`config.mk`:
```
export PLATFORM = sky130hd
export DESIGN_NAME = sram_port_decode
export DESIGN_NICKNAME = d
export VERILOG_FILES = /design/src/design/sram_pkg.sv /design/src/design/sram_port_decode.sv
export SDC_FILE = /design/constraint.sdc
export NUM_CORES = 1
export LEC_CHECK = 0
export BUFFER_PORTS_ARGS = -buffer_cell sky130_fd_sc_hd__buf_2
export CORE_AREA = 2 2 58 60
export DETAILED_ROUTE_END_ITERATION = 10
export DIE_AREA = 0 0 60 62
export PLACE_DENSITY = 0.89
export SYNTH_ARGS = -nofsm -noshare
export SYNTH_HDL_FRONTEND = slang
export SYNTH_SLANG_ARGS = --single-unit
```
`constraint.sdc`:
```
create_clock -name vclk -period 1
set_input_delay 0.05 -clock vclk [all_inputs]
set_output_delay 0.05 -clock vclk [all_outputs]
set_load 0.02 [all_outputs]
```
`src/design/sram_pkg.sv`:
```
package sram_pkg;

   // --------------------
   // array geometry
   // --------------------
   localparam int SBITS  = 10;          // word address bits
   localparam int WORDS  = 1 << SBITS;  // depth of every lane bank
   localparam int LANES  = 4;           // byte lanes per word
   localparam int LANE_W = 8;           // bits per lane

   // --------------------
   // port address widths
   // --------------------

   // port A addresses whole words
   localparam int A_AW = SBITS;

   // port B adds the byte index below the word address
   localparam int B_AW = SBITS + $clog2(LANES);

   // --------------------
   // shared types
   // --------------------
   typedef logic [A_AW-1:0]          word_adr_t;  // word index, also bank address
   typedef logic [B_AW-1:0]          byte_adr_t;  // port-B byte address
   typedef logic [$clog2(LANES)-1:0] lane_sel_t;  // byte within a word, 0 = low byte

   // byte address layout seen by port B:
   //   [B_AW-1:$clog2(LANES)]  word address
   //   [$clog2(LANES)-1:0]     lane select
   // so byte address = word * LANES + lane, little-endian within the word

endpackage
```
`src/design/sram_port_decode.sv`:
```
module sram_port_decode
   import sram_pkg::*;
(
   // port A, word side
   input  logic                      a_cyc_i,
   input  logic                      a_stb_i,
   input  logic                      a_we_i,
   input  word_adr_t                 a_adr_i,
   input  logic [LANES*LANE_W-1:0]   a_dat_i,
   // port B, byte side
   input  logic                      b_cyc_i,
   input  logic                      b_stb_i,
   input  logic                      b_we_i,
   input  byte_adr_t                 b_adr_i,
   input  logic [LANE_W-1:0]         b_dat_i,
   // per-lane controls, side A
   output logic [LANES-1:0]          lane_a_en_o,
   output logic [LANES-1:0]          lane_a_we_o,
   output word_adr_t                 lane_a_adr_o,
   output logic [LANES*LANE_W-1:0]   lane_a_dat_o,  // one byte per lane
   // per-lane controls, side B
   output logic [LANES-1:0]          lane_b_en_o,
   output logic [LANES-1:0]          lane_b_we_o,
   output word_adr_t                 lane_b_adr_o,
   output logic [LANE_W-1:0]         lane_b_dat_o,  // same byte to every lane
   // to the read merger
   output logic                      a_req_o,
   output logic                      b_req_o,
   output lane_sel_t                 b_lane_o
);

   logic      a_req;      // port A strobe this cycle
   logic      b_req;      // port B strobe this cycle
   word_adr_t b_word;     // port-B word part
   lane_sel_t b_lane;     // port-B byte part
   logic      collide;    // both ports writing the same word

   // --------------------
   // request and address split
   // --------------------
   assign a_req  = a_cyc_i & a_stb_i;
   assign b_req  = b_cyc_i & b_stb_i;
   assign b_word = b_adr_i[B_AW-1:$clog2(LANES)];  // upper bits pick the word
   assign b_lane = b_adr_i[$clog2(LANES)-1:0];     // low bits pick the byte

   // port A always writes every lane, so same word means same byte for B
   assign collide = a_req & a_we_i & b_req & b_we_i & (a_adr_i == b_word);

   // --------------------
   // lane enables
   // --------------------
   always_comb begin
      lane_a_en_o = {LANES{a_req}};           // A touches the whole word
      lane_a_we_o = {LANES{a_req & a_we_i}};
      lane_b_en_o = '0;
      lane_b_we_o = '0;
      if (b_req) begin
         lane_b_en_o[b_lane] = 1'b1;          // only the addressed byte
         lane_b_we_o[b_lane] = b_we_i & ~collide;  // A wins, B write dropped
      end
   end

   // addresses and data fan out to all banks
   assign lane_a_adr_o = a_adr_i;
   assign lane_a_dat_o = a_dat_i;              // byte l goes to lane l
   assign lane_b_adr_o = b_word;
   assign lane_b_dat_o = b_dat_i;

   assign a_req_o  = a_req;
   assign b_req_o  = b_req;
   assign b_lane_o = b_lane;                   // merger registers this

endmodule

```
==> results by group <==
Synthesis
  • Area leader, netlist: buf_4
  • Avg Inst Size Synth: 7.33 um2
  • Synth top area share: 0.721
  • Post-synth top cells: buf_4, xnor2_1, nand2_1
  • Synth Instances: between 90 and 100
  • Post-Syn Area: slightly above 700 um2
  • Most common cell in the synthesized netlist: buf_4
  • Sequential area share after synthesis: 0
  • Library cells used by synthesis: 13
  • Synthesis Warnings: 0
  • Ranking of synthesized cells by area: buf_4, xnor2_1, nand4_1
  • Syn_nets: between 150 and 200

Setup path
  • Critical Path Source: a_adr_i[6]
  • Worst Setup Start Kind: input pin
  • Element type at the critical path end: output pin
  • Setup CP Type: input pin to output pin
  • Most frequent cell on the critical path: buf_6
  • Max stage delay cell, worst path: nor3_2
  • CP peak stage delay: around 0.23 ns
  • Crit path DAT: ~0.99 ns
  • Worst EP required: about 0.95 ns
  • Setup crit end: lane_b_we_o[3]
  • Max FO, Critical Path: 2
  • Crit path cell chain: buf_6 > xnor2_2 > nand4_1 > nor3_2 > and3b_1 > buf_6

Global routing
  • Largest net degree at the start of global routing: 6
  • Number of global-route vias before repair: about 430
  • GRT overflow: 0
  • Initial antenna violation count: 0
  • Global-route wire length before repair: about 1.8 mm
  • Global Route Usage Sum: 0.0612

Place
  • Placement Setup Slack: -0.132 ns
  • Buffers added on ports: ~70
  • HPWL after detailed placement: approximately 1.3 mm
  • DP Cell Count: roughly 150
  • Final Wtd Congestion: about 0.64

Die
  • # rows: 21
  • Die Wd: roughly 60 um
  • DIE AREA: approximately 3700 um2
  • Core box area: 3180 um2
  • IO Pins: between 100 and 150
  • Starting Density: 0.226
  • Die Y: 62 um

Route
  • DR DRC count: 0
  • Vias: 565
  • TritonRoute pass-1 iters: 2
  • WL per Instance: roughly 10 um
  • Post-DRT Antenna Nets: 0
  • Via density: around 3.8
  • 1st-iter DRT viols: 1
  • Final wirelength: approximately 1.5 mm

Timing
  • Setup Viol. Count Final: 4
  • RSZ-0062 raised after global routing: true
  • Final min period: approximately 1.0 ns
  • Fmax: approximately 960 MHz
  • Fin. max-slew vios: 0
  • Slew headroom: 0.870
  • Period utilization: 1.04
  • Total negative slack: -0.125 ns
  • Tightest Pin Transition: about 0.19 ns
  • Hold Vio Cnt, Final: 0
  • Worst setup margin: -0.0431 ns

Layout
  • Clock buffer count: 0
  • Share of layout cells above drive strength 1: 0.861
  • Utilization after layout: 0.250
  • Non-Filler Instances: ~150
  • Synth-to-layout area growth: 10.6%
  • Area taken by flip-flops and latches: 0 um2
  • Diode count: 0
  • Num sequential: 0
  • Final #Nets: around 170

Status
  • Failing checks: setup timing
  • Status: finished with violations

Run
  • Max-cap violations: 0

Pwr
  • Peak supply drop: about 0.00014 V
  • Power Density: between 400 and 500 nW/um2
  • Leak pwr: around 0.43 nW

Worst hold path
  • Hold Crit Class: input pin to output pin

Clocking
  • # hold bufs at CTS: 0
==> layer usage <==
layer / global-route usage / vias up / share of wire
met5: 0 / - / 0
met4: 0.0349 / 0 / 0.045
met3: 0.0124 / 12 / 0.13
met2: 0.134 / 58 / 0.57
met1: 0.0481 / 246 / 0.25
li1: - / 249 / -
==> timing repair <==
item,4_1_cts,5_1_grt
setup endpoints to repair,4,4
pin swaps,9,7
setup buffers,0,1
resized for setup,15,15
==> layout make-up <==
class                      count  area [um2]
multi-input combinational     28         256
fill                         351        2380
inverter                       1        3.75
timing repair buffer          72         477
tap                           46        57.6
==> critical path, delay by kind of cell <==
family	cells	cell delay, ns
xor+xnor	1	0.13
buf+inv	2	0.23
simple gates	3	0.59
==> cells by family (layout without fill, tap and decap cells) <==
group         after synthesis  count (layout)  synth area share
buf+inv                    70              73             0.726
simple gates               18              18             0.152
xor+xnor                   10              10             0.122
==> how the worst min path moves through the flow <==
stage                            from                to  slack (ns)  depth (start not counted)
final                     a_dat_i[13]  lane_a_dat_o[13]        0.10                          0
after detailed placement  a_dat_i[12]  lane_a_dat_o[12]        0.10                          0
after CTS                 a_dat_i[12]  lane_a_dat_o[12]        0.10                          0
after floorplan            b_adr_i[1]    lane_b_en_o[0]        0.15                          1
after global routing       a_dat_i[2]   lane_a_dat_o[2]        0.10                          0
after global placement    a_dat_i[12]  lane_a_dat_o[12]        0.10                          0
==> through the flow <==
step | cell area, um2 | hold slack, ns | power, mW
6_report | 795 | 0.100 | 0.368
5_1_grt | 795 | 0.100 | 0.393
4_1_cts | 716 | 0.100 | 0.343
3_5_place_dp | 636 | 0.100 | 0.311
3_3_place_gp | 636 | 0.100 | 0.305
2_1_floorplan | 733 | 0.155 | 0.473
==> layout by cell type (no fill, tap or decap) <==
cell     Yosys  final
and2_2       1      1
and3_1       1      1
and3_4       1      1
and3b_1      1      1
buf_2        0     51
buf_4       69      4
buf_6        0     17
inv_2        0      1
nand2_1      4      4
nand4_1      3      3
nor2_2       0      3
nor3_2       1      2
nor3b_2      0      2
xnor2_1     10      5
xnor2_2      0      5
==> power breakdown <==
group	total (mW)	switching [mW]	internal, mW
clock network	0	0	0
registers	0	0	0
logic	0.368	0.189	0.178
Power figures use the tool's default switching activity.
