File: config.mk
export PLATFORM = sky130hd
export DESIGN_NAME = sram_read_merge
export DESIGN_NICKNAME = d
export VERILOG_FILES = /design/src/design/sram_pkg.sv /design/src/design/sram_read_merge.sv
export SDC_FILE = /design/constraint.sdc
export NUM_CORES = 1
export LEC_CHECK = 0
export BUFFER_PORTS_ARGS = -buffer_cell sky130_fd_sc_hd__buf_4
export CAP_MARGIN = 20
export CELL_PAD_IN_SITES_DETAIL_PLACEMENT = 0
export CELL_PAD_IN_SITES_GLOBAL_PLACEMENT = 1
export CORE_ASPECT_RATIO = 1.5
export CORE_MARGIN = 1
export CORE_UTILIZATION = 12
export DETAILED_ROUTE_END_ITERATION = 6
export PLACE_DENSITY = 0.77
export SETUP_SLACK_MARGIN = 0.05
export SYNTH_ARGS = -nofsm -noshare
export SYNTH_HDL_FRONTEND = slang
export SYNTH_SLANG_ARGS = --single-unit
File: constraint.sdc
create_clock -name a_clk_i -period 0.94 [get_ports a_clk_i]
set_input_delay 0.094 -clock a_clk_i [delete_from_list [all_inputs] [get_ports a_clk_i]]
set_output_delay 0.094 -clock a_clk_i [all_outputs]
set_load 0.02 [all_outputs]
File: src/design/sram_pkg.sv
package sram_pkg;

   // --------------------
   // array geometry
   // --------------------
   localparam int SBITS  = 10;          // word address bits
   localparam int WORDS  = 1 << SBITS;  // depth of every lane bank
   localparam int LANES  = 4;           // byte lanes per word
   localparam int LANE_W = 8;           // bits per lane

   // --------------------
   // port address widths
   // --------------------

   // port A addresses whole words
   localparam int A_AW = SBITS;

   // port B adds the byte index below the word address
   localparam int B_AW = SBITS + $clog2(LANES);

   // --------------------
   // shared types
   // --------------------
   typedef logic [A_AW-1:0]          word_adr_t;  // word index, also bank address
   typedef logic [B_AW-1:0]          byte_adr_t;  // port-B byte address
   typedef logic [$clog2(LANES)-1:0] lane_sel_t;  // byte within a word, 0 = low byte

   // byte address layout seen by port B:
   //   [B_AW-1:$clog2(LANES)]  word address
   //   [$clog2(LANES)-1:0]     lane select
   // so byte address = word * LANES + lane, little-endian within the word

endpackage
File: src/design/sram_read_merge.sv
module sram_read_merge
   import sram_pkg::*;
(
   input  logic                      a_clk_i,
   input  logic                      rst_i,
   // request strobes from the decoder
   input  logic                      a_req_i,
   input  logic                      b_req_i,
   input  lane_sel_t                 b_lane_i,
   // registered bytes from the banks
   input  logic [LANES*LANE_W-1:0]   lane_a_q_i,  // side A, lane l at byte l
   input  logic [LANES*LANE_W-1:0]   lane_b_q_i,  // side B, lane l at byte l
   // bus outputs
   output logic                      a_ack_o,
   output logic [LANES*LANE_W-1:0]   a_dat_o,
   output logic                      b_ack_o,
   output logic [LANE_W-1:0]         b_dat_o
);

   lane_sel_t b_lane_q;   // lane of the last port-B request

   // --------------------
   // acknowledge pipeline
   // --------------------
   // one ack per strobe, always the next cycle, no wait states
   always_ff @(posedge a_clk_i) begin
      if (rst_i) begin
         a_ack_o  <= 1'b0;
         b_ack_o  <= 1'b0;
         b_lane_q <= '0;
      end else begin
         a_ack_o <= a_req_i;
         b_ack_o <= b_req_i;
         if (b_req_i) b_lane_q <= b_lane_i;  // follows the bank register hold
      end
   end

   // --------------------
   // data assembly
   // --------------------

   // lane 3 is the high byte of the word
   always_comb begin
      for (int l = 0; l < LANES; l++) begin
         a_dat_o[l*LANE_W +: LANE_W] = lane_a_q_i[l*LANE_W +: LANE_W];
      end
   end

   // only the lane that port B addressed holds a fresh side-B byte
   assign b_dat_o = lane_b_q_i[int'(b_lane_q)*LANE_W +: LANE_W];

endmodule

==> results.md, run 1 <==
| Parameter | Value | Unit |
| --- | --- | --- |
| Outcome | complete, but fails checks | - |
| Violations in the final reports | design-rule violations, negative setup slack | - |
| Slew Limit Headroom | 90.7 | % |
| Area overhead of the layout relative to synthesis | 52.1 | % |
| Net count reported at finish | 144 | - |
| Share of the cycle needed by the critical path after routing | 154 | % |
| Startpoint of the most critical hold path | rst_i | - |
| Chip width | 57.6 | um |
| Post-cts hold buffer count | 0 | - |
| Worst Setup Start Kind | flip-flop | - |
| Cell at the root of the clock tree | clkbuf_8 | - |
| CP arrival | 1.35 | ns |
| Total clock sinks | 4 | - |
| Final core utilization | 18.8 | % |
| Slew @ Worst Pin | 0.136 | ns |
| Effective utilization at floorplan | 12.4 | % |
| Antenna diode count | 0 | - |
| Largest clock skew in the final design | 0 | ns |
| Maximum capacitance violations | 0 | - |
| Worst path required time | 0.85 | ns |
| Maximum operating frequency | 692 | MHz |
| Parity-gate share of the synthesized area counting xor and xnor cells | 0 | % |
| DIE AREA | 0.00492 | mm^2 |
| Std-Cell Rows | 30 | - |
| Reg-to-reg critical path endpoint | b_lane_q[0]$_SDFFE_PP0P_ | - |
| Cell Pwr Density | 1120 | mW/mm^2 |
| I/O pin count | 112 | - |
| Crit path setup slack, layout | -0.506 | ns |
| Multiplexer area fraction after synthesis | 36.0 | % |
| Adder-Cell Fraction of Synth Area | 0 | % |
| Setup violators final | 8 | - |
| Total global routing overflow | 0 | - |
| TritonCTS buffer count | 3 | - |
| Net count of the mapped netlist | 122 | - |
| Number of nets with antenna violations after detailed routing | 0 | - |
| Area fraction in and, or, nand and nor cells after synthesis | 3.60 | % |
| Pin count of the biggest net entering global routing | 10 | - |
| Static leakage power | 0.383 | nW |
| Largest family of logic cells by synthesized area | buffers and inverters | - |
| Non-filler instance count after layout | 120 | - |
| Final hold vios | 0 | - |
| Starting DRT DRC Count | 32 | - |
| Total Wirelength | 2090 | um |
| Critical path class | reg -> out | - |
| R2r startpoint | b_lane_q[0]$_SDFFE_PP0P_ | - |
| Number of cells after detailed placement | 115 | - |
| TritonCTS clock tree | yes | - |
| Placer Congestion | 0.713 | - |
| Max-slew violations | 0 | - |
| First-pass GRT wire length | 2730 | um |
| Count of synthesis-stage warnings from yosys | 0 | - |
| Vias | 464 | - |
| Distinct cell type count after synthesis | 8 | - |
| Reg2Reg Setup Slack | 0.17 | ns |
| Worst hold path class | in -> reg | - |
| Fraction of final layout cells with drive strength greater than 1 | 87.5 | % |
| Area fraction in compound gates after synthesis | 0 | % |
| Maximum net fanout on the critical path | 5 | - |
| Die outline height | 85.4 | um |
| Crit path capture type | output port | - |
| Later-pin clock latency in the skew report | 0.21 | ns |
| Number of vias per cell | 3.87 | - |
| Mean area per synthesized cell | 10.7 | um^2 |
| WL/cell | 17.4 | um |
| Hold Path Cell Cnt | 2 | - |
| Register bit count reported by yosys | 4 | - |
| Number of instances in the synthesized netlist | 52 | - |
| Min Clock Period, post-route | 1.45 | ns |
| Clock Pin Slew Worst Setup and Hold Paths | 0.03 | ns |
| Peak supply drop | 0.923 | mV |
| Number of global-route vias before repair | 539 | - |
| Count of buffers inserted at the top-level ports | 47 | - |
| Std-Cell Core Area | 0.00450 | mm^2 |
| Final routed DRC violation total | 14 | - |
| RSZ-0062 raised after global routing | yes | - |
| Number of cells on the worst reg-to-reg path | 3 | - |
| Worst hold endpoint | b_lane_q[0]$_SDFFE_PP0P_ | - |
| H-tree level count | 1 | - |
| GRT Resource Usage Total | 8.18 | % |
| Number of antenna violations at the first check in global routing | 0 | - |
| Syn Std Cell Area | 557 | um^2 |
| Proportion of synthesized chip area in sequential cells | 14.4 | % |
| Deepest clock path buffer count | 2 | - |
| First-pass iteration count of the detailed router | 6 | - |
## kinds of logic after synthesis
logic type,Yosys count
buffers and inverters,34
and+or+nand+nor,4
DFF,4
muxes,10
## registers in the layout, indices dropped and copies added (netlist names)
signal    cells
b_ack_o       1
b_lane_q      2
a_ack_o       1
## power breakdown
part           internal (W)  switching, W  leakage [nW]  total (W)
clock              0.000273     0.0000859        0.0216   0.000359
sequential         0.000180    0.00000727        0.0338   0.000187
combinational      0.000258      0.000150         0.328   0.000407
total              0.000710      0.000243         0.383   0.000953
## cells in the final DEF (no fill, tap or decap)
master	n
mux4_2	8
dfxtp_4	1
buf_4	40
clkbuf_8	3
dfxtp_1	3
buf_6	9
nor2_1	2
buf_12	2
nor2b_1	2
mux2i_1	2
## what timing repair did
item | in CTS | in global routing
endpoints found under the setup margin | 8 | 8
setup buffers | 0 | 2
resized for setup | 9 | 3
## final cells by class
cell class,instances,area (um^2)
clock buffers,3,41.3
fillers,504,3660
multi-input cells,14,220
flip-flops and latches,4,83.8
well taps,48,60.1
repair buffers,51,442
## worst max path at each step
stage / slack, ns / depth (start not counted) / endpoint / from
finish: -0.51 / 3 / b_dat_o[5] / b_lane_q[0]$_SDFFE_PP0P_
detailed placement: -0.38 / 2 / b_dat_o[5] / b_lane_q[0]$_SDFFE_PP0P_
global placement: -0.33 / 2 / b_dat_o[5] / b_lane_q[0]$_SDFFE_PP0P_
CTS: -0.51 / 2 / b_dat_o[5] / b_lane_q[0]$_SDFFE_PP0P_
floorplan: -0.17 / 2 / b_dat_o[0] / b_lane_q[0]$_SDFFE_PP0P_
global route: -0.52 / 3 / b_dat_o[5] / b_lane_q[0]$_SDFFE_PP0P_
## synthesized netlist by cell type
cell	number	area (um^2)
dfxtp_1	4	80.1
buf_2	1	5.00
nor2_1	2	7.51
mux4_2	8	180
mux2i_1	2	20.0
nor2b_1	2	12.5
buf_4	32	240
buf_6	1	11.3
## worst max-delay path: stages, from the launching register on
cell     delay (ns)
dfxtp_4        0.35
buf_12         0.12
mux4_2         0.52
buf_6          0.15
## stage by stage
step	setup slack [ns]	area, um^2	hold slack (ns)	TNS (ns)	power (W)
after floorplan	-0.174	558	0.159	-1.39	0.000537
after global placement	-0.335	742	0.188	-2.65	0.000550
after detailed placement	-0.381	742	0.188	-2.90	0.000552
after CTS	-0.511	816	0.0651	-3.97	0.000948
after global routing	-0.522	847	0.0704	-4.14	0.00100
final	-0.506	847	0.0667	-3.92	0.000953
## layer usage
| metal | vias up | wire, um | global-route usage [%] |
|---|---|---|---|
| met3 | 14 | 398 | 4.73 |
| met2 | 72 | 1060 | 15.0 |
| met4 | 0 | 205 | 8.87 |
| met5 | - | 0 | 0 |
| met1 | 190 | 426 | 4.70 |
| li1 | 188 | - | - |
Power figures use the tool's default switching activity.
==> run 2, diff against run 1 <==
- CELL_PAD_IN_SITES_DETAIL_PLACEMENT: 0 -> default
- CELL_PAD_IN_SITES_GLOBAL_PLACEMENT: 1 -> default
- CORE_UTILIZATION: 12 -> 22
- PLACE_DENSITY: 0.77 -> 0.81
- REMOVE_ABC_BUFFERS: default -> 1
==> run 2 against run 1 <==
  * The flow finishes with violations (negative setup slack)
  * Combinational power is 3% lower
  * Final area is 5.8% lower
  * Maximum frequency is 3.0% lower
  * Count of clock-buffer cells in the layout stayed put
  * Global-route usage is 14 points higher
  * Worst setup slack worse by 0.044 ns
  * Critical path type unchanged
==> results.md, run 2 (same netlist as run 1, synthesis figures left out) <==
| Parameter | Value | Unit | Delta |
| --- | --- | --- | --- |
| Final hold vios | 0 | - | unchanged |
| Cell Pwr Density | 996 | mW/mm^2 | -11% |
| Post-DP HPWL | 2730 | um |  |
| Switching power share of the total | 27.2 | % | +1.7 points |
| Violations in the final reports | negative setup slack | - |  |
| Share of the cycle needed by the critical path after routing | 159 | % | +4.7 points |
| Clock Pin Slew Worst Setup and Hold Paths | 0.04 | ns | about the same |
| Crit path capture type | output port | - |  |
| WL/cell | 30.3 | um | +74% |
| Cells along the critical path | buf_12 > mux4_2 > buf_6 | - |  |
| Number of global-route vias before repair | 565 | - | +4.8% |
| Largest clock skew in the final design | 0 | ns | unchanged |
| Met2 usage | 34.3 | % | +19 points |
| Std-Cell Rows | 22 | - | -27% |
| Slew @ Worst Pin | 0.123 | ns | -0.0130 ns |
| Static leakage power | 0.376 | nW | -2.0% |
| Later-pin clock latency in the skew report | 0.24 | ns | +0.03 ns |
| Highest-delay cell along the critical path | mux4_2 | - |  |
| Routing layer with the top usage in global route | met2 | - |  |
| Number of vias per cell | 4.91 | - | +27% |
| Clock network power share | 27.1 | % | -10 points |
| Std-Cell Core Area | 0.00242 | mm^2 | -46% |
| Post-cts gate resize count | 9 | - | unchanged |
| Critical path class | reg -> out | - |  |
| Combinational share of power | 49.5 | % | +6.8 points |
| Net count reported at finish | 144 | - | unchanged |
| First-pass GRT wire length | 3860 | um | +41% |
| Met3 track demand over resource | 24.4 | % | +20 points |
| Register containing the most flip-flops in the final layout | b_lane_q | - |  |
| Worst Setup Start Kind | flip-flop | - |  |
| Slowest Stage Delay on Critical Path | 0.52 | ns | about the same |
| Total global routing overflow | 0 | - | unchanged |
| Sum Neg Setup Slack | -4.25 | ns | -0.329 ns |
| Total Wirelength | 2910 | um | +39% |
| Effective utilization at floorplan | 23.0 | % | +11 points |
| Area after detailed placement | 738 | um^2 | -0.51% |
| DIE AREA | 0.00274 | mm^2 | -44% |
| Final core utilization | 33.0 | % | +14 points |
| Vias | 471 | - | +1.5% |
| Total clock sinks | 4 | - | unchanged |
| Proportion of power drawn by flip-flops and latches | 23.4 | % | +3.8 points |
| Maximum capacitance violations | 0 | - | unchanged |
| Min Clock Period, post-route | 1.49 | ns | +0.0445 ns |
| Chip width | 43.1 | um | -25% |
| Most common cell after layout, fill and taps aside | buf_4 | - |  |
| Placer Congestion | 0.896 | - | +26% |
| Deepest clock path buffer count | 2 | - | unchanged |
| Max-slew violations | 0 | - | unchanged |
| Antenna diode count | 0 | - | unchanged |
| Final-layout worst hold slack | 0.0309 | ns | -0.0358 ns |
| Peak supply drop | 0.652 | mV | -29% |
| Max reg flops | 2 | - | unchanged |
| Slew Limit Headroom | 91.6 | % | +0.89 points |
| Final routed DRC violation total | 0 | - | -14 |
| Setup violators final | 8 | - | unchanged |
| TritonCTS clock tree | yes | - |  |
| Number of nets with antenna violations after detailed routing | 0 | - | unchanged |
| Worst path required time | 0.85 | ns | about the same |
| Area overhead of the layout relative to synthesis | 43.4 | % |  |
| TritonCTS buffer count | 3 | - | unchanged |
| Design Area, Final | 798 | um^2 | -5.8% |
| H-tree level count | 1 | - | unchanged |
| Outcome | complete, but fails checks | - |  |
| First-pass iteration count of the detailed router | 3 | - | -3 |
| Pin count of the biggest net entering global routing | 9 | - | -1 |
| Internal Pwr Total | 0.000579 | W | -18% |
| Worst hold path class | in -> reg | - |  |
| Fraction of final layout cells with drive strength greater than 1 | 87.5 | % | unchanged |
| Number of antenna violations at the first check in global routing | 0 | - | unchanged |
| Crit path setup slack, layout | -0.550 | ns | -0.0445 ns |
| Post-cts hold buffer count | 0 | - | unchanged |
| Maximum operating frequency | 671 | MHz | -3.0% |
| Leading cell types in the layout, fill and taps excluded | 40 x buf_4, 9 x buf_6, 8 x mux4_2 | - |  |
| RSZ-0062 raised after global routing | yes | - |  |
| GRT Resource Usage Total | 21.8 | % | +14 points |
| Maximum net fanout on the critical path | 7 | - | +2 |
| Post-CTS repair timing setup buffer count | 0 | - | unchanged |
| CP arrival | 1.40 | ns | +0.05 ns |
| Net Switching | 0.000216 | W | -11% |
| Met1 track utilization from global routing | 17.4 | % | +13 points |
| Starting DRT DRC Count | 10 | - | -69% |
| Total power after layout | 0.000795 | W | -17% |
| Registers with the most flip-flops | b_lane_q (2), a_ack_o (1), b_ack_o (1) | - |  |
| Die outline height | 63.6 | um | -26% |
| Cell at the root of the clock tree | clkbuf_4 | - |  |
| Count of buffers inserted at the top-level ports | 47 | - | unchanged |
| I/O pin count | 112 | - | unchanged |
## run 2: changes by cell type in the layout (fill, tap and decap cells not counted)
cell      before  now
clkbuf_4       0    3
clkbuf_8       3    0
## run 2: path summary, 6_finish.rpt
check                                              start                       end  slack [ns]  cells past startpoint
worst max-delay path            b_lane_q[0]$_SDFFE_PP0P_                b_dat_o[3]       -0.55                      3
worst min-delay path                               rst_i  b_lane_q[0]$_SDFFE_PP0P_        0.03                      2
worst max register to register  b_lane_q[1]$_SDFFE_PP0P_  b_lane_q[1]$_SDFFE_PP0P_        0.19                      3
worst min register to register  b_lane_q[0]$_SDFFE_PP0P_  b_lane_q[0]$_SDFFE_PP0P_        0.64                      3
## run 2: stage by stage
stage          cells  worst slack (ns)
6_report          96            -0.550
5_1_grt           96            -0.598
4_1_cts           96            -0.565
3_5_place_dp      93            -0.352
3_3_place_gp      93            -0.299
2_1_floorplan     18            -0.371
## run 2: power by group through the flow
stage,Sequential [W],Clock [W],Combinational (W)
final,0.000186,0.000215,0.000393
after global routing,0.000187,0.000242,0.000414
after CTS,0.000187,0.000235,0.000394
after detailed placement,0.000189,0,0.000364
after global placement,0.000189,0,0.000354
after floorplan,0.000205,0,0.000125
## run 2: cell type report
type | count | area [um^2]
Multi-Input combinational cell | 14 | 220
Tap cell | 24 | 30.0
Fill cell | 262 | 1620
Timing Repair Buffer | 51 | 442
Clock buffer | 3 | 22.5
Sequential cell | 4 | 83.8
## run 2: routing by layer
metal,share of wire (%),wire length [um]
met3,26,759
met5,0,0
met2,48,1400
met4,0.28,8
met1,26,742
## run 2: critical path, delay by kind of cell (launching register included)
| kind | cells | cell delay (ns) |
|---|---|---|
| DFF | 1 | 0.36 |
| muxes | 1 | 0.52 |
| buffers and inverters | 2 | 0.28 |
==> run 3, diff against run 2 <==
- MAX_ROUTING_LAYER: default -> met4
==> run 3 against run 2 <==
  * Combinational power about the same
  * Sequential share of layout area unchanged
  * Final area unchanged
  * Clock power about the same
  * Power about the same
  * Hold slack about the same
  * Via count up 0.21%
  * Critical path type unchanged
  * Worst setup slack better by 0.0010 ns
  * Register-to-register slack about the same
  * Highest routed layer unchanged
  * Die area unchanged
  * The run still ends with negative setup slack left
  * Cell count unchanged
  * Clock skew unchanged
==> results.md, run 3 (same netlist as run 1, synthesis figures left out) <==
| Parameter | Value | Unit | Delta |
| --- | --- | --- | --- |
| Highest-delay cell along the critical path | mux4_2 | - |  |
| Total Wirelength | 2910 | um | about the same |
| Outcome | complete, but fails checks | - |  |
| Pin count of the biggest net entering global routing | 9 | - | unchanged |
| Deepest clock path buffer count | 2 | - | unchanged |
| TritonCTS buffer count | 3 | - | unchanged |
| Number of vias per cell | 4.92 | - | +0.21% |
| Static leakage power | 0.376 | nW | unchanged |
| Die outline height | 63.6 | um | unchanged |
| GRT Resource Usage Total | 22.3 | % | +0.46 points |
| Leading cell types in the layout, fill and taps excluded | 40 x buf_4, 9 x buf_6, 8 x mux4_2 | - |  |
| First-pass GRT wire length | 3800 | um | -1.6% |
| DIE AREA | 0.00274 | mm^2 | unchanged |
| CP arrival | 1.40 | ns | about the same |
| Final routed DRC violation total | 0 | - | unchanged |
| Max reg flops | 2 | - | unchanged |
| Antenna diode count | 0 | - | unchanged |
| Crit path setup slack, layout | -0.549 | ns | +0.00102 ns |
| RSZ-0062 raised after global routing | yes | - |  |
| Max-slew violations | 0 | - | unchanged |
| Combined buffer and inverter count along the critical path | 2 | - | unchanged |
| Starting DRT DRC Count | 10 | - | unchanged |
| Registers with the most flip-flops | b_lane_q (2), a_ack_o (1), b_ack_o (1) | - |  |
| Cells along the critical path | buf_12 > mux4_2 > buf_6 | - |  |
| Maximum capacitance violations | 0 | - | unchanged |
| Number of antenna violations at the first check in global routing | 0 | - | unchanged |
| I/O pin count | 112 | - | unchanged |
| First-pass iteration count of the detailed router | 6 | - | +3 |
| Final hold vios | 0 | - | unchanged |
| Peak supply drop | 0.652 | mV | about the same |
| Total global routing overflow | 0 | - | unchanged |
| Total power after layout | 0.000794 | W | about the same |
| Share of the cycle needed by the critical path after routing | 158 | % | about the same |
| Worst path required time | 0.85 | ns | about the same |
| Maximum operating frequency | 671 | MHz | about the same |
| Clock Pin Slew Worst Setup and Hold Paths | 0.04 | ns | about the same |
| Post-DP HPWL | 2730 | um | unchanged |
| Std-Cell Rows | 22 | - | unchanged |
| Cell Pwr Density | 995 | mW/mm^2 | about the same |
| H-tree level count | 1 | - | unchanged |
| TritonCTS clock tree | yes | - |  |
| Number of global-route vias before repair | 574 | - | +1.6% |
| Fraction of final layout cells with drive strength greater than 1 | 87.5 | % | unchanged |
| Later-pin clock latency in the skew report | 0.24 | ns | about the same |
| Most common cell after layout, fill and taps aside | buf_4 | - |  |
| Effective utilization at floorplan | 23.0 | % | unchanged |
| Cell at the root of the clock tree | clkbuf_4 | - |  |
| Net count reported at finish | 144 | - | unchanged |
| Number of nets with antenna violations after detailed routing | 0 | - | unchanged |
| Post-CTS repair timing setup buffer count | 0 | - | unchanged |
| Slew Limit Headroom | 91.6 | % | unchanged |
| Cell type group with the largest total delay on the critical path | multiplexers | - |  |
| Slew @ Worst Pin | 0.123 | ns | unchanged |
| Crit path capture type | output port | - |  |
| Violations in the final reports | negative setup slack | - |  |
| Slowest Stage Delay on Critical Path | 0.52 | ns | about the same |
| Largest clock skew in the final design | 0 | ns | unchanged |
| Placer Congestion | 0.912 | - | +1.7% |
| Critical path class | reg -> out | - |  |
| Worst hold path class | in -> reg | - |  |
| Register containing the most flip-flops in the final layout | b_lane_q | - |  |
| Vias | 472 | - | +0.21% |
| Count of buffers inserted at the top-level ports | 47 | - | unchanged |
| Worst Setup Start Kind | flip-flop | - |  |
| Area overhead of the layout relative to synthesis | 43.4 | % | unchanged |
| WL/cell | 30.3 | um | about the same |
| Setup violators final | 8 | - | unchanged |
| Chip width | 43.1 | um | unchanged |
| Maximum net fanout on the critical path | 7 | - | unchanged |
| Std-Cell Core Area | 0.00242 | mm^2 | unchanged |
| Final-layout worst hold slack | 0.0309 | ns | +0.0000239 ns |
| Total clock sinks | 4 | - | unchanged |
| Min Clock Period, post-route | 1.49 | ns | -0.00102 ns |
-- run 3: cell counts in the layout (fill, tap and decap cells not counted) --
No cell type changed its count.
-- run 3: worst paths after layout --
path / start / end / slack (ns) / depth (start not counted)
max: b_lane_q[0]$_SDFFE_PP0P_ / b_dat_o[3] / -0.55 / 3
min: rst_i / b_lane_q[0]$_SDFFE_PP0P_ / 0.03 / 2
max reg2reg: b_lane_q[1]$_SDFFE_PP0P_ / b_lane_q[1]$_SDFFE_PP0P_ / 0.19 / 3
min reg2reg: b_lane_q[0]$_SDFFE_PP0P_ / b_lane_q[0]$_SDFFE_PP0P_ / 0.64 / 3
-- run 3: worst register-to-register path: stages, from the launching register on --
cell and delay (ns):
dfxtp_1 0.32, buf_12 0.14, mux2i_1 0.12, nor2_1 0.05
-- run 3: power by group --
| group | switching (W) | internal, W |
|---|---|---|
| Clock | 0.0000724 | 0.000143 |
| Combinational | 0.000136 | 0.000257 |
| Sequential | 0.00000673 | 0.000179 |
| Total | 0.000215 | 0.000579 |
-- run 3: layout make-up --
cell class	count	area, um^2
clock buffer	3	22.5
sequential	4	83.8
timing repair buffer	51	442
fill	262	1620
tap	24	30.0
multi-input combinational	14	220
-- run 3: what timing repair did --
item                                    in CTS  in global routing
endpoints found under the setup margin       8                  8
resized for setup                            9                  2
hold buffers                                 0                  0
-- run 3: through the flow --
stage,setup WS (ns),utilization (%),instances,area [um^2],setup TNS (ns)
2_1_floorplan,-0.371,-,18,300,-2.97
4_1_cts,-0.565,32.7,96,792,-4.42
6_report,-0.549,33.0,96,798,-4.23
5_1_grt,-0.598,33.0,96,798,-4.59
3_3_place_gp,-0.299,30.5,93,738,-2.38
3_5_place_dp,-0.352,30.5,93,738,-2.70
-- run 3: routing by layer --
metal | part of all wire [%] | track usage, % | wire, um | vias to the layer above
met4 | 0.28 | 6.82 | 8 | 0
met1 | 26 | 17.6 | 747 | 200
li1 | - | - | - | 189
met5 | 0 | - | 0 | -
met2 | 48 | 33.9 | 1390 | 81
met3 | 26 | 24.1 | 756 | 2
